File: src/include/lock_defs.svh
//~~~~~~~~~~~~~~~~~~~~~~~~~~~~~~~~~~~~~~~~~~~~~~~~~~~~~~~~~~~~~~~~~~~~
// Shared sizes and timer lengths for the keypad lock.
// Timer lengths are short for simulation and must stay below 2**LOCK_TIMER_W.
//~~~~~~~~~~~~~~~~~~~~~~~~~~~~~~~~~~~~~~~~~~~~~~~~~~~~~~~~~~~~~~~~~~~~
`ifndef LOCK_DEFS_SVH
`define LOCK_DEFS_SVH

// Entry and code geometry.
`define LOCK_ENTRY_DIGITS 20
`define LOCK_CODE_DIGITS 4
`define LOCK_NUM_CODES 4

// Failures before the lockout.
`define LOCK_MAX_TRIES 5

// Special key digits.
`define LOCK_DIGIT_ERROR 4'hE
`define LOCK_DIGIT_BLANK 4'hF

// Timer lengths in clock cycles.
`define LOCK_DEBOUNCE_CYCLES 8
`define LOCK_RELOCK_CYCLES 40
`define LOCK_BEEP_CYCLES 6
`define LOCK_PENALTY_CYCLES 12
`define LOCK_LOCKOUT_CYCLES 60

`define LOCK_TIMER_W 8

`endif

File: src/source/lock_pkg.sv
//~~~~~~~~~~~~~~~~~~~~~~~~~~~~~~~~~~~~~~~~~~~~~~~~~~~~~~~~~~~~~~~~~~~~
// Types shared by the lock RTL and its testbench.
// Digit 0 of a code or an entry is always the most recent key.
//~~~~~~~~~~~~~~~~~~~~~~~~~~~~~~~~~~~~~~~~~~~~~~~~~~~~~~~~~~~~~~~~~~~~
`include "lock_defs.svh"

package lock_pkg;

  typedef logic [3:0] digit_t;
  typedef digit_t [`LOCK_CODE_DIGITS-1:0] code_t;
  typedef digit_t [`LOCK_ENTRY_DIGITS-1:0] entry_t;  // Unused digits hold the blank value.
  typedef logic [1:0] code_sel_t;
  typedef logic [2:0] tries_t;

  typedef enum logic [3:0] {
    STARTUP,
    LOCKED,
    VALIDATE,
    BEEP,
    PENALTY,
    LOCKOUT,
    UNLOCKED,
    OPEN,
    DEBOUNCE_UNLOCK,
    DEBOUNCE_LOCK
  } lock_state_t;

  typedef enum logic [2:0] {
    TMR_DEBOUNCE,
    TMR_RELOCK,
    TMR_BEEP,
    TMR_PENALTY,
    TMR_LOCKOUT
  } timer_sel_t;

endpackage

File: src/source/code_bank.sv
//~~~~~~~~~~~~~~~~~~~~~~~~~~~~~~~~~~~~~~~~~~~~~~~~~~~~~~~~~~~~~~~~~~~~
// User code storage. A slot counts only after its first write.
// Writes show on the outputs one edge after the strobe.
//~~~~~~~~~~~~~~~~~~~~~~~~~~~~~~~~~~~~~~~~~~~~~~~~~~~~~~~~~~~~~~~~~~~~
`timescale 1ns/1ps
`include "lock_defs.svh"

module code_bank (
  input  logic                                   clk,
  input  logic                                   rst,
  input  logic                                   code_wr,
  input  lock_pkg::code_sel_t                    code_sel,
  input  lock_pkg::code_t                        code_value,
  output lock_pkg::code_t [`LOCK_NUM_CODES-1:0]  codes,
  output logic [`LOCK_NUM_CODES-1:0]             code_ok
);

  // Valid flags, one per slot.
  always_ff @(posedge clk, posedge rst) begin
    if (rst) begin
      code_ok <= '0;
    end
    else if (code_wr) begin
      code_ok[code_sel] <= 1'b1;
    end
  end

  // Code values themselves.
  always_ff @(posedge clk) begin
    if (code_wr) begin
      codes[code_sel] <= code_value;  // Old value is simply overwritten.
    end
  end

endmodule

File: src/source/code_matcher.sv
//~~~~~~~~~~~~~~~~~~~~~~~~~~~~~~~~~~~~~~~~~~~~~~~~~~~~~~~~~~~~~~~~~~~~
// Searches a keyed entry for any valid code at any digit offset.
// Result strobes one cycle after accept; accepts may come every cycle.
//~~~~~~~~~~~~~~~~~~~~~~~~~~~~~~~~~~~~~~~~~~~~~~~~~~~~~~~~~~~~~~~~~~~~
`timescale 1ns/1ps
`include "lock_defs.svh"

module code_matcher (
  input  logic                                   clk,
  input  logic                                   rst,
  input  logic                                   accept,
  input  lock_pkg::entry_t                       entry,
  input  lock_pkg::code_t [`LOCK_NUM_CODES-1:0]  codes,
  input  logic [`LOCK_NUM_CODES-1:0]             code_ok,
  output logic                                   match_valid,
  output logic                                   match
);

  lock_pkg::entry_t entry_q;

  // Held entry.
  always_ff @(posedge clk) begin
    if (accept) begin
      entry_q <= entry;
    end
  end

  // Result strobe.
  always_ff @(posedge clk, posedge rst) begin
    if (rst) begin
      match_valid <= 1'b0;
    end
    else begin
      match_valid <= accept;
    end
  end

  // Every window of code length against every written slot.
  // Digit k of the code must sit at digit p+k of the entry.
  always_comb begin
    match = 1'b0;
    for (int c = 0; c < `LOCK_NUM_CODES; c++) begin
      for (int p = 0; p <= `LOCK_ENTRY_DIGITS - `LOCK_CODE_DIGITS; p++) begin
        if (code_ok[c] && (entry_q[p +: `LOCK_CODE_DIGITS] == codes[c])) begin
          match = 1'b1;
        end
      end
    end
  end

endmodule

File: src/source/lock_fsm.sv
//~~~~~~~~~~~~~~~~~~~~~~~~~~~~~~~~~~~~~~~~~~~~~~~~~~~~~~~~~~~~~~~~~~~~
// Lock control. Entries are taken only in LOCKED; other strobes drop.
// The inside button acts on release, after a long enough hold.
//~~~~~~~~~~~~~~~~~~~~~~~~~~~~~~~~~~~~~~~~~~~~~~~~~~~~~~~~~~~~~~~~~~~~
`timescale 1ns/1ps
`include "lock_defs.svh"

module lock_fsm (
  input  logic                  clk,
  input  logic                  rst,
  input  logic                  door_open,
  input  logic                  inside_button,
  input  logic                  entry_valid,
  input  lock_pkg::entry_t      entry,
  input  logic                  match_valid,
  input  logic                  match,
  input  logic                  expired,
  output logic                  accept,
  output logic                  timer_start,
  output lock_pkg::timer_sel_t  timer_sel,
  output logic                  bolt,
  output logic                  beep,
  output logic                  keypad_en,
  output lock_pkg::tries_t      fail_count
);

  lock_pkg::lock_state_t state;
  lock_pkg::lock_state_t state_d;
  lock_pkg::tries_t      fail_d;
  logic                  held;    // Debounce time has passed with the button down.
  logic                  held_d;
  logic                  key_error;
  logic                  key_confirm;

  assign key_error   = entry_valid && (entry[0] == `LOCK_DIGIT_ERROR);
  assign key_confirm = entry_valid && (entry[0] != `LOCK_DIGIT_ERROR) &&
                       (entry[0] != `LOCK_DIGIT_BLANK);

  always_comb begin
    state_d     = state;
    fail_d      = fail_count;
    held_d      = held;
    accept      = 1'b0;
    timer_start = 1'b0;
    timer_sel   = lock_pkg::TMR_DEBOUNCE;
    case (state)
      lock_pkg::STARTUP: begin
        if (!door_open) state_d = lock_pkg::LOCKED;
      end
      lock_pkg::LOCKED: begin
        if (key_error) begin
          state_d     = lock_pkg::BEEP;
          timer_start = 1'b1;
          timer_sel   = lock_pkg::TMR_BEEP;
        end
        else if (key_confirm) begin
          state_d = lock_pkg::VALIDATE;
          accept  = 1'b1;
        end
        else if (inside_button) begin
          state_d     = lock_pkg::DEBOUNCE_UNLOCK;
          timer_start = 1'b1;
          held_d      = 1'b0;
        end
      end
      lock_pkg::VALIDATE: begin
        if (match_valid && match) begin
          state_d     = lock_pkg::UNLOCKED;
          timer_start = 1'b1;
          timer_sel   = lock_pkg::TMR_RELOCK;
        end
        else if (match_valid) begin
          state_d     = lock_pkg::PENALTY;
          fail_d      = fail_count + lock_pkg::tries_t'(1);
          timer_start = 1'b1;
          timer_sel   = lock_pkg::TMR_PENALTY;
        end
      end
      lock_pkg::BEEP: begin
        if (expired) state_d = lock_pkg::LOCKED;
      end
      lock_pkg::PENALTY: begin
        if (expired && (fail_count >= lock_pkg::tries_t'(`LOCK_MAX_TRIES))) begin
          state_d     = lock_pkg::LOCKOUT;
          timer_start = 1'b1;
          timer_sel   = lock_pkg::TMR_LOCKOUT;
        end
        else if (expired) begin
          state_d = lock_pkg::LOCKED;
        end
      end
      lock_pkg::LOCKOUT: begin
        if (expired) begin
          state_d = lock_pkg::LOCKED;
          fail_d  = '0;
        end
      end
      lock_pkg::UNLOCKED: begin
        if (door_open) begin
          state_d = lock_pkg::OPEN;
        end
        else if (inside_button) begin
          state_d     = lock_pkg::DEBOUNCE_LOCK;
          timer_start = 1'b1;
          held_d      = 1'b0;
        end
        else if (expired) begin
          state_d = lock_pkg::LOCKED;  // Auto relock.
          fail_d  = '0;
        end
      end
      lock_pkg::OPEN: begin
        if (!door_open) begin
          state_d     = lock_pkg::UNLOCKED;
          timer_start = 1'b1;
          timer_sel   = lock_pkg::TMR_RELOCK;
        end
      end
      lock_pkg::DEBOUNCE_UNLOCK: begin
        if (!inside_button && (held || expired)) begin
          state_d     = lock_pkg::UNLOCKED;
          timer_start = 1'b1;
          timer_sel   = lock_pkg::TMR_RELOCK;
        end
        else if (!inside_button) begin
          state_d = lock_pkg::LOCKED;  // Too short a press.
        end
        else if (expired) begin
          held_d = 1'b1;
        end
      end
      lock_pkg::DEBOUNCE_LOCK: begin
        if (!inside_button && (held || expired)) begin
          state_d = lock_pkg::LOCKED;
          fail_d  = '0;
        end
        else if (!inside_button) begin
          // Back to UNLOCKED with a fresh relock interval.
          state_d     = lock_pkg::UNLOCKED;
          timer_start = 1'b1;
          timer_sel   = lock_pkg::TMR_RELOCK;
        end
        else if (expired) begin
          held_d = 1'b1;
        end
      end
      default: state_d = lock_pkg::STARTUP;
    endcase
  end

  always_ff @(posedge clk, posedge rst) begin
    if (rst) begin
      state      <= lock_pkg::STARTUP;
      fail_count <= '0;
      held       <= 1'b0;
    end
    else begin
      state      <= state_d;
      fail_count <= fail_d;
      held       <= held_d;
    end
  end

  assign bolt = state inside {lock_pkg::LOCKED, lock_pkg::VALIDATE, lock_pkg::BEEP,
                              lock_pkg::PENALTY, lock_pkg::LOCKOUT,
                              lock_pkg::DEBOUNCE_UNLOCK};
  assign beep      = (state == lock_pkg::BEEP);
  assign keypad_en = (state == lock_pkg::LOCKED);

endmodule

File: src/source/lock_timer.sv
//~~~~~~~~~~~~~~~~~~~~~~~~~~~~~~~~~~~~~~~~~~~~~~~~~~~~~~~~~~~~~~~~~~~~
// One-shot timer. expired pulses once, the selected length after the
// start cycle. A start while running restarts with the new length.
//~~~~~~~~~~~~~~~~~~~~~~~~~~~~~~~~~~~~~~~~~~~~~~~~~~~~~~~~~~~~~~~~~~~~
`timescale 1ns/1ps
`include "lock_defs.svh"

module lock_timer (
  input  logic                  clk,
  input  logic                  rst,
  input  logic                  timer_start,
  input  lock_pkg::timer_sel_t  timer_sel,
  output logic                  expired
);

  logic [`LOCK_TIMER_W-1:0] len;
  logic [`LOCK_TIMER_W-1:0] count;
  logic                     running;

  always_comb begin
    case (timer_sel)
      lock_pkg::TMR_DEBOUNCE: len = `LOCK_TIMER_W'(`LOCK_DEBOUNCE_CYCLES);
      lock_pkg::TMR_RELOCK:   len = `LOCK_TIMER_W'(`LOCK_RELOCK_CYCLES);
      lock_pkg::TMR_BEEP:     len = `LOCK_TIMER_W'(`LOCK_BEEP_CYCLES);
      lock_pkg::TMR_PENALTY:  len = `LOCK_TIMER_W'(`LOCK_PENALTY_CYCLES);
      default:                len = `LOCK_TIMER_W'(`LOCK_LOCKOUT_CYCLES);
    endcase
  end

  assign expired = running && (count == '0);  // Last cycle of the interval.

  always_ff @(posedge clk, posedge rst) begin
    if (rst) begin
      running <= 1'b0;
      count   <= '0;
    end
    else if (timer_start) begin
      running <= 1'b1;
      count   <= len - `LOCK_TIMER_W'(1);  // Start cycle counts as the first.
    end
    else if (running) begin
      if (count == '0) begin
        running <= 1'b0;
      end
      else begin
        count <= count - `LOCK_TIMER_W'(1);
      end
    end
  end

endmodule

File: src/source/lock_top.sv
//~~~~~~~~~~~~~~~~~~~~~~~~~~~~~~~~~~~~~~~~~~~~~~~~~~~~~~~~~~~~~~~~~~~~
// Keypad door lock. Strobes are single cycle with no back-pressure.
// A confirmed entry resolves one edge after its strobe is sampled.
//~~~~~~~~~~~~~~~~~~~~~~~~~~~~~~~~~~~~~~~~~~~~~~~~~~~~~~~~~~~~~~~~~~~~
`timescale 1ns/1ps
`include "lock_defs.svh"

module lock_top (
  input  logic                 clk,
  input  logic                 rst,
  input  logic                 door_open,
  input  logic                 inside_button,
  input  lock_pkg::entry_t     entry,
  input  logic                 entry_valid,
  input  logic                 code_wr,
  input  lock_pkg::code_sel_t  code_sel,
  input  lock_pkg::code_t      code_value,
  output logic                 bolt,
  output logic                 beep,
  output logic                 keypad_en,
  output lock_pkg::tries_t     fail_count
);

  lock_pkg::code_t [`LOCK_NUM_CODES-1:0] codes;
  logic [`LOCK_NUM_CODES-1:0]            code_ok;
  logic                                  accept;
  logic                                  match_valid;
  logic                                  match;
  logic                                  timer_start;
  lock_pkg::timer_sel_t                  timer_sel;
  logic                                  expired;

  code_bank u_bank (
    .clk        (clk),
    .rst        (rst),
    .code_wr    (code_wr),
    .code_sel   (code_sel),
    .code_value (code_value),
    .codes      (codes),
    .code_ok    (code_ok)
  );

  code_matcher u_matcher (
    .clk         (clk),
    .rst         (rst),
    .accept      (accept),
    .entry       (entry),
    .codes       (codes),
    .code_ok     (code_ok),
    .match_valid (match_valid),
    .match       (match)
  );

  lock_timer u_timer (
    .clk         (clk),
    .rst         (rst),
    .timer_start (timer_start),
    .timer_sel   (timer_sel),
    .expired     (expired)
  );

  lock_fsm u_fsm (
    .clk           (clk),
    .rst           (rst),
    .door_open     (door_open),
    .inside_button (inside_button),
    .entry_valid   (entry_valid),
    .entry         (entry),
    .match_valid   (match_valid),
    .match         (match),
    .expired       (expired),
    .accept        (accept),
    .timer_start   (timer_start),
    .timer_sel     (timer_sel),
    .bolt          (bolt),
    .beep          (beep),
    .keypad_en     (keypad_en),
    .fail_count    (fail_count)
  );

endmodule

File: config.mk
export PLATFORM = sky130hd
export DESIGN_NAME = lock_top
export DESIGN_NICKNAME = d
export VERILOG_FILES = /design/src/source/lock_pkg.sv /design/src/source/code_bank.sv /design/src/source/code_matcher.sv /design/src/source/lock_fsm.sv /design/src/source/lock_timer.sv /design/src/source/lock_top.sv
export VERILOG_INCLUDE_DIRS = /design/src /design/src/include
export SDC_FILE = /design/constraint.sdc
export NUM_CORES = 1
export LEC_CHECK = 0
export ABC_AREA = 0
export BUFFER_PORTS_ARGS = -buffer_cell sky130_fd_sc_hd__buf_2
export CAP_MARGIN = 15
export CORE_UTILIZATION = 25
export CTS_BUF_LIST = sky130_fd_sc_hd__clkbuf_8
export DETAILED_ROUTE_END_ITERATION = 8
export PLACE_DENSITY = 0.49
export SYNTH_ARGS = -nofsm -noshare
export SYNTH_HDL_FRONTEND = slang
export SYNTH_SLANG_ARGS = --single-unit
File: constraint.sdc
create_clock -name clk -period 3.9 [get_ports clk]
set_input_delay 0.585 -clock clk [delete_from_list [all_inputs] [get_ports clk]]
set_output_delay 0.585 -clock clk [all_outputs]
set_load 0.005 [all_outputs]
# After elaboration in Yosys (flattened, before gate mapping)
# Index checks and enable logic that the tools add are counted.
# classes
muxes,135
n_reduce_logical,91
n_bitwise,1
add_sub_neg,3
n_eq_ne,100
magnitude_cmp,3
# ops
operator,count
16-bit == test,68
1-bit 2-to-1 mux,96
1-bit logical AND,76
64-bit bitwise mux,1
4-bit 2-to-1 mux,15
4-bit one-hot mux with 9 select lines,1
16-bit demux with 2-bit select,1
3-bit 2-to-1 mux,9
8-bit 2-to-1 mux,3
6-bit one-hot mux with 4 select lines,1
"2-bit inequality test, second input constant",10
3-bit one-hot mux with 6 select lines,1
"4-bit by 3-bit == test with 1-bit output, second input constant",4
16-bit 2-to-1 mux,1
"4-bit == test, second input constant",3
3-bit one-hot mux with 4 select lines,1
6-bit AND reduction,2
"3-bit by 2-bit inequality test with 1-bit output, second input constant",3
"4-bit by 2-bit == test with 1-bit output, second input constant",2
8-bit logical NOT,1
"4-bit inequality test, second input constant",2
"8-bit by 1-bit subtractor with 8-bit output, second input constant",1
1-bit one-hot mux with 7 select lines,1
7-bit AND reduction,1
24 further kinds,29
# totals
output_inout_bits,6
ff_bits,166
input_bits,104
word_cells,376

# Depth between registers and ports, before layout
# logic_depth
depth_word,77
mapped_depth,16
ltp_nobuf,14

# Cells and area by module
# From an unflattened synthesis, not the netlist that was laid out.
# unflattened
hier_cells,2054
area_unflattened_um2,20537.2
# by_module_without_submodules
module,area_each_um2,instances,seq_area_each_um2,cells_each
code_matcher,16940.0,1,2427.3,1791
code_bank,2083.2,1,2021.9,78
lock_fsm,920.9,1,200.2,121
lock_timer,593.1,1,225.2,64

# Worst setup path after synthesis
# OpenSTA, ideal clock, no wires.
# synth_path
path_type,flip-flop to flip-flop
startpoint,register u_fsm.state[1]
endpoint,register u_fsm.state[1]
path_buffers,0
path_stages_with_launch,8
period_less_slack_ns,3.194
arrival_time_ns,3.118
t_required_ns,3.823
slack_ns,0.706
setup_ns,0.077
path_cell_list,dfrtp_1 > nor2b_2 > nand2_1 > inv_1 > and3_1 > or4_1 > o21ai_1 > o21ai_1
# synth_between
elab_cells_between_ends,23
classes_between,15 x eq/ne; 5 x mux; 3 x reduce/logical
# synth_lines
element,line,rtl
"start, declared",lock_fsm.sv:27,lock_pkg::lock_state_t state;
"start signal, assigned",lock_fsm.sv:153,state <= lock_pkg::STARTUP;
"start signal, assigned",lock_fsm.sv:158,state <= state_d;
4-bit by 1-bit == test with 1-bit output *,-,
via keypad_en,lock_top.sv:20,"output logic keypad_en,"
4-bit by 2-bit inequality test with 1-bit output (no line),-,
6-bit AND reduction (no line),-,
# The timed path passes the listed nets; every way through them passes the cells marked *.
# A chain may end at the register's enable or synchronous reset.

# Final worst setup path
# layout_path
startpoint,register u_matcher.entry_q[37] (netlist bit)
endpoint,register u_timer.count[5]
# layout_between
elab_chain_cells,71
elab_cells_between_ends,109
classes_between,1 x add/sub; 20 x eq/ne; 68 x mux; 20 x reduce/logical
# layout_rtl
element,line,rtl
"start, declared",code_matcher.sv:19,lock_pkg::entry_t entry_q;
"start signal, assigned",code_matcher.sv:24,entry_q <= entry;
16-bit == test,code_matcher.sv:44,if (code_ok[c] && (entry_q[p +: `LOCK_CODE_DIGITS] == codes[c])) begin
1-bit logical AND,code_matcher.sv:44,
1-bit 2-to-1 mux (54 in series),code_matcher.sv:44,
1-bit 2-to-1 mux * (8 in series),code_matcher.sv:44,
1-bit logical AND *,lock_fsm.sv:67,if (match_valid && match) begin
3-bit 2-to-1 mux,lock_fsm.sv:67,
3-bit one-hot mux with 6 select lines,lock_fsm.sv:46,case (state)
3-bit by 2-bit == test with 1-bit output (tied with other cells),lock_timer.sv:21,case (timer_sel)
6-bit one-hot mux with 4 select lines,lock_timer.sv:21,
6-bit by 1-bit subtractor with 7-bit output,lock_timer.sv:39,count <= len - `LOCK_TIMER_W'(1);
8-bit 2-to-1 mux,lock_timer.sv:37,else if (timer_start) begin
"end signal, assigned",lock_timer.sv:39,
"end signal, assigned",lock_timer.sv:46,count <= count - `LOCK_TIMER_W'(1);
"end, declared",lock_timer.sv:17,logic [`LOCK_TIMER_W-1:0] count;
# Every way passes the cells marked *; elsewhere a longest branch is shown, timed or not.

==> implementation parameters <==
Parameter                              Value

Run status
  Run status    finished, final reports clean

Hold path
  Type of the worst min-delay path    in2reg
  Min-Delay Path Depth    1

CTS
  CTS tree    built
  Source-to-sink clock delay at the later pin of the worst-skew pair    roughly 0.54 ns
  CTS max path bufs    2
  Total clock sinks    166
  Maximum level of the CTS H-tree    4
  CTS clock-pin slew for the worst setup and hold paths    0.10 ns
  Clock buffers created by TritonCTS    17
  Buffer cell driving the clock tree root    clkbuf_8
  Post-CTS Hold Fix Bufs    0

Setup path
  Data arrival time of the critical path    4.04 ns
  Category of the critical setup timing path    reg2reg
  Capturing element type of the critical path    flop
  Crit-path max FO    7
  Depth of the worst register-to-register path    14
  Element type at the critical path start    flop
  Crit path required time    roughly 4.3 ns

Run
  Max-cap violations    0

Logic synthesis
  Average size of a mapped cell    10.02 µm²
  Post-synth net total    between 2000 and 2500
  Area share of the largest cell type after synthesis    35.59%
  Post-synthesis sequential element count    roughly 170
  Post-synthesis instance total    about 2100
  Area of the mapped netlist    roughly 0.02 mm²
  Sequential fraction of the synthesis area    23.72%
  Post-synth EDFFs    144
  Top FF cell, synth    edfxtp_1
  Library cell occupying the most area in the post-synthesis netlist    xnor2_1
  Top cells by area in the synthesized netlist    xnor2_1 (36%), edfxtp_1 (21%), xor2_1 (11%)
  Unique cell type count in the Yosys netlist    56
  Share of flip-flops with an asynchronous set or reset    13.25%
  Warnings, synthesis    0

Power
  Net switching component of the power    roughly 3400 µW
  Combinational share of power    51.1%
  Overall Power    8003 µW
  Leak pwr    about 0.007 µW
  Net Sw Frac    42.82%
  Fraction of power consumed by sequential logic    33.7%
  Largest vdd supply drop    0.0002936 V
  Cell-internal power    4576 µW
  Total power density per cell area    355.9 mW/mm²
  Clk network pwr share    around 15%

Placed design
  Final weighted congestion of routability-driven global placement    0.9563
  HPWL after DPL    56470 µm
  Input/output buffers    roughly 110
  Area after detailed placement    around 0.022 mm²

Timing
  Final setup violating endpoints    0
  Post-route minimum period    about 3.6 ns
  Slew of the pin with the lowest slew margin    approximately 1.0 ns
  Unrepaired setup endpoints after global routing    no
  Final Hold Violating Endpoints    0
  Relative slew slack    about a third
  Final clock skew    0.01916 ns
  Peak Freq    0.2759 GHz
  Share of the cycle needed by the critical path after routing    92.94%
  Min Hold Slack    0.2116 ns
  Fin. max-slew vios    0

Floorplan
  Boundary pin count    110
  Die Footprint    0.08334 mm²
  Number of placement rows    approximately 100
  Width of the die    288.7 µm
  Initial Utilization    25.39%
  Core footprint    0.08094 mm²
  Vertical extent of the die    around 290 µm

Layout
  Final Cell Area    0.02249 mm²
  Utilization after layout    27.78%
  Commonest non-fill, non-tap cell in the layout    xnor2_1
  Count of fill cells added during filler insertion    8542
  Area Growth Syn to Fin    9.432%
  Nets    2233
  Fraction of layout instances using a drive strength above 1    17.55%
  Most used cells in the layout excluding fill and tap cells    xnor2_1 (835), xor2_1 (261), nand4_1 (229)

Route
  Wire length reported by the detailed router    86240 µm
  Number of iterations in the first detailed-routing pass    5
  DRC viols    0
  Iteration-0 DRC Markers    1728
  Post-detailed-route count of antenna-violating nets    0
  Average via count per standard cell    5.200
  Mean routed wirelength per cell    approximately 27 µm
  Total via count in the routed design    16630

Global routing
  Wire length of the first global-routing pass    122900 µm
  Number of global-route vias before repair    16870
  Pin count of the biggest net entering global routing    41
  GRT Resource Usage Total    about a fifth
  Residual overflow from global routing    0
  Initial antenna violation count    1
[final timing paths]
check                                           startpoint                              end  slack [ns]
max reg2reg                u_matcher.entry_q[37]$_DFFE_PP_     u_timer.count[5]$_DFFE_PP0P_        0.28
min in group asynchronous                              rst           u_fsm.held$_DFFE_PP0P_        0.27
max                        u_matcher.entry_q[37]$_DFFE_PP_     u_timer.count[5]$_DFFE_PP0P_        0.28
min                                              entry[56]  u_matcher.entry_q[56]$_DFFE_PP_        0.21
max in group asynchronous                              rst    u_bank.code_ok[3]$_DFFE_PP0P_        3.01
min reg2reg                   u_timer.count[0]$_DFFE_PP0P_     u_timer.count[0]$_DFFE_PP0P_        0.55
[logic make-up (layout without fill, tap and decap cells)]
logic type                 count (synthesis)  after routing  share of synthesized area [%]
other                                      0              1                              0
AOI/OAI and AO/OA                         48             48                          1.973
and+or+nand+nor                          463            463                          13.77
buffers and inverters                    271            358                          13.48
adders and majority gates                  4              4                         0.2436
muxes                                      2              2                        0.09743
xor gates and xnor gates                1096           1096                          46.71
DFF                                      166            166                          23.72
[cells in the mapped netlist, types with 5 or more instances]
master / number
a21oi_1: 11
buf_12: 15
buf_2: 7
buf_4: 91
buf_6: 123
buf_8: 20
clkbuf_1: 5
dfrtp_1: 22
edfxtp_1: 144
inv_1: 9
nand2_1: 22
nand2b_1: 7
nand3_1: 10
nand4_1: 229
nor2_1: 28
nor3_1: 13
nor4_1: 119
nor4_2: 8
o21ai_0: 9
xnor2_1: 835
xor2_1: 261
[sequential cells by signal (all words and copies together) (netlist names)]
name / count
u_fsm.state: 4
u_timer.count: 8
u_matcher.entry_q: 80
u_matcher.match_valid: 1
u_bank.codes: 64
u_fsm.held: 1
u_bank.code_ok: 4
u_timer.running: 1
u_fsm.fail_count: 3
[repair_timing]
item,in CTS,in global routing
setup buffers,1,7
gates resized for setup,0,1
pin swaps,0,1
setup endpoints to repair,1,2
hold endpoints to repair,0,0
[area by class of cell]
| cell class | count | area, µm² | share of cell area, % |
|---|---|---|---|
| multi-input cells | 1613 | 12920 | 57.46 |
| flip-flops and latches | 166 | 4875 | 21.68 |
| repair buffers | 318 | 2965 | 13.19 |
| well taps | 1060 | 1326 | 5.898 |
| clock buffers | 17 | 234.0 | 1.041 |
| clock inverters | 14 | 130.1 | 0.5787 |
| inverters | 9 | 33.78 | 0.1502 |
| diodes | 1 | 2.502 | 0.01113 |
[worst max-delay path, stage by stage (launching register included)]
cell	delay [ns]
edfxtp_1	0.65
xnor2_1	0.24
nand4_1	0.12
nor4_1	0.07
nor4_2	0.60
nand3_1	0.27
o41ai_4	0.34
nand4_4	0.21
nor2_1	0.20
nor3_1	0.07
ha_1	0.21
a21oi_1	0.17
nand2_1	0.08
a21oi_1	0.16
o22ai_1	0.10
[routing by layer]
layer	GRT usage [%]	vias up	part of all wire [%]
met5	0	-	0
met4	12.99	0	6.7
met3	4.953	322	9.7
met2	31.43	1078	44
met1	25.95	8172	40
li1	-	7057	-
[power by group through the flow]
stage | sequential, µW | clock [µW] | combinational, µW
2_1_floorplan | 2390 | 0 | 3420
3_3_place_gp | 2740 | 0 | 3940
3_5_place_dp | 2740 | 0 | 4000
4_1_cts | 2700 | 1290 | 4030
5_1_grt | 2730 | 1340 | 4370
6_report | 2700 | 1210 | 4090
[through the flow]
stage | cells | TNS [ns] | worst slack [ns]
2_1_floorplan | 2050 | 0 | 0.7057
3_3_place_gp | 3158 | -0.09952 | -0.09952
3_5_place_dp | 3158 | -0.005991 | -0.005991
4_1_cts | 3190 | 0 | 0.06313
5_1_grt | 3198 | 0 | 0.03643
6_report | 3198 | 0 | 0.2754
Power figures use the tool's default switching activity.
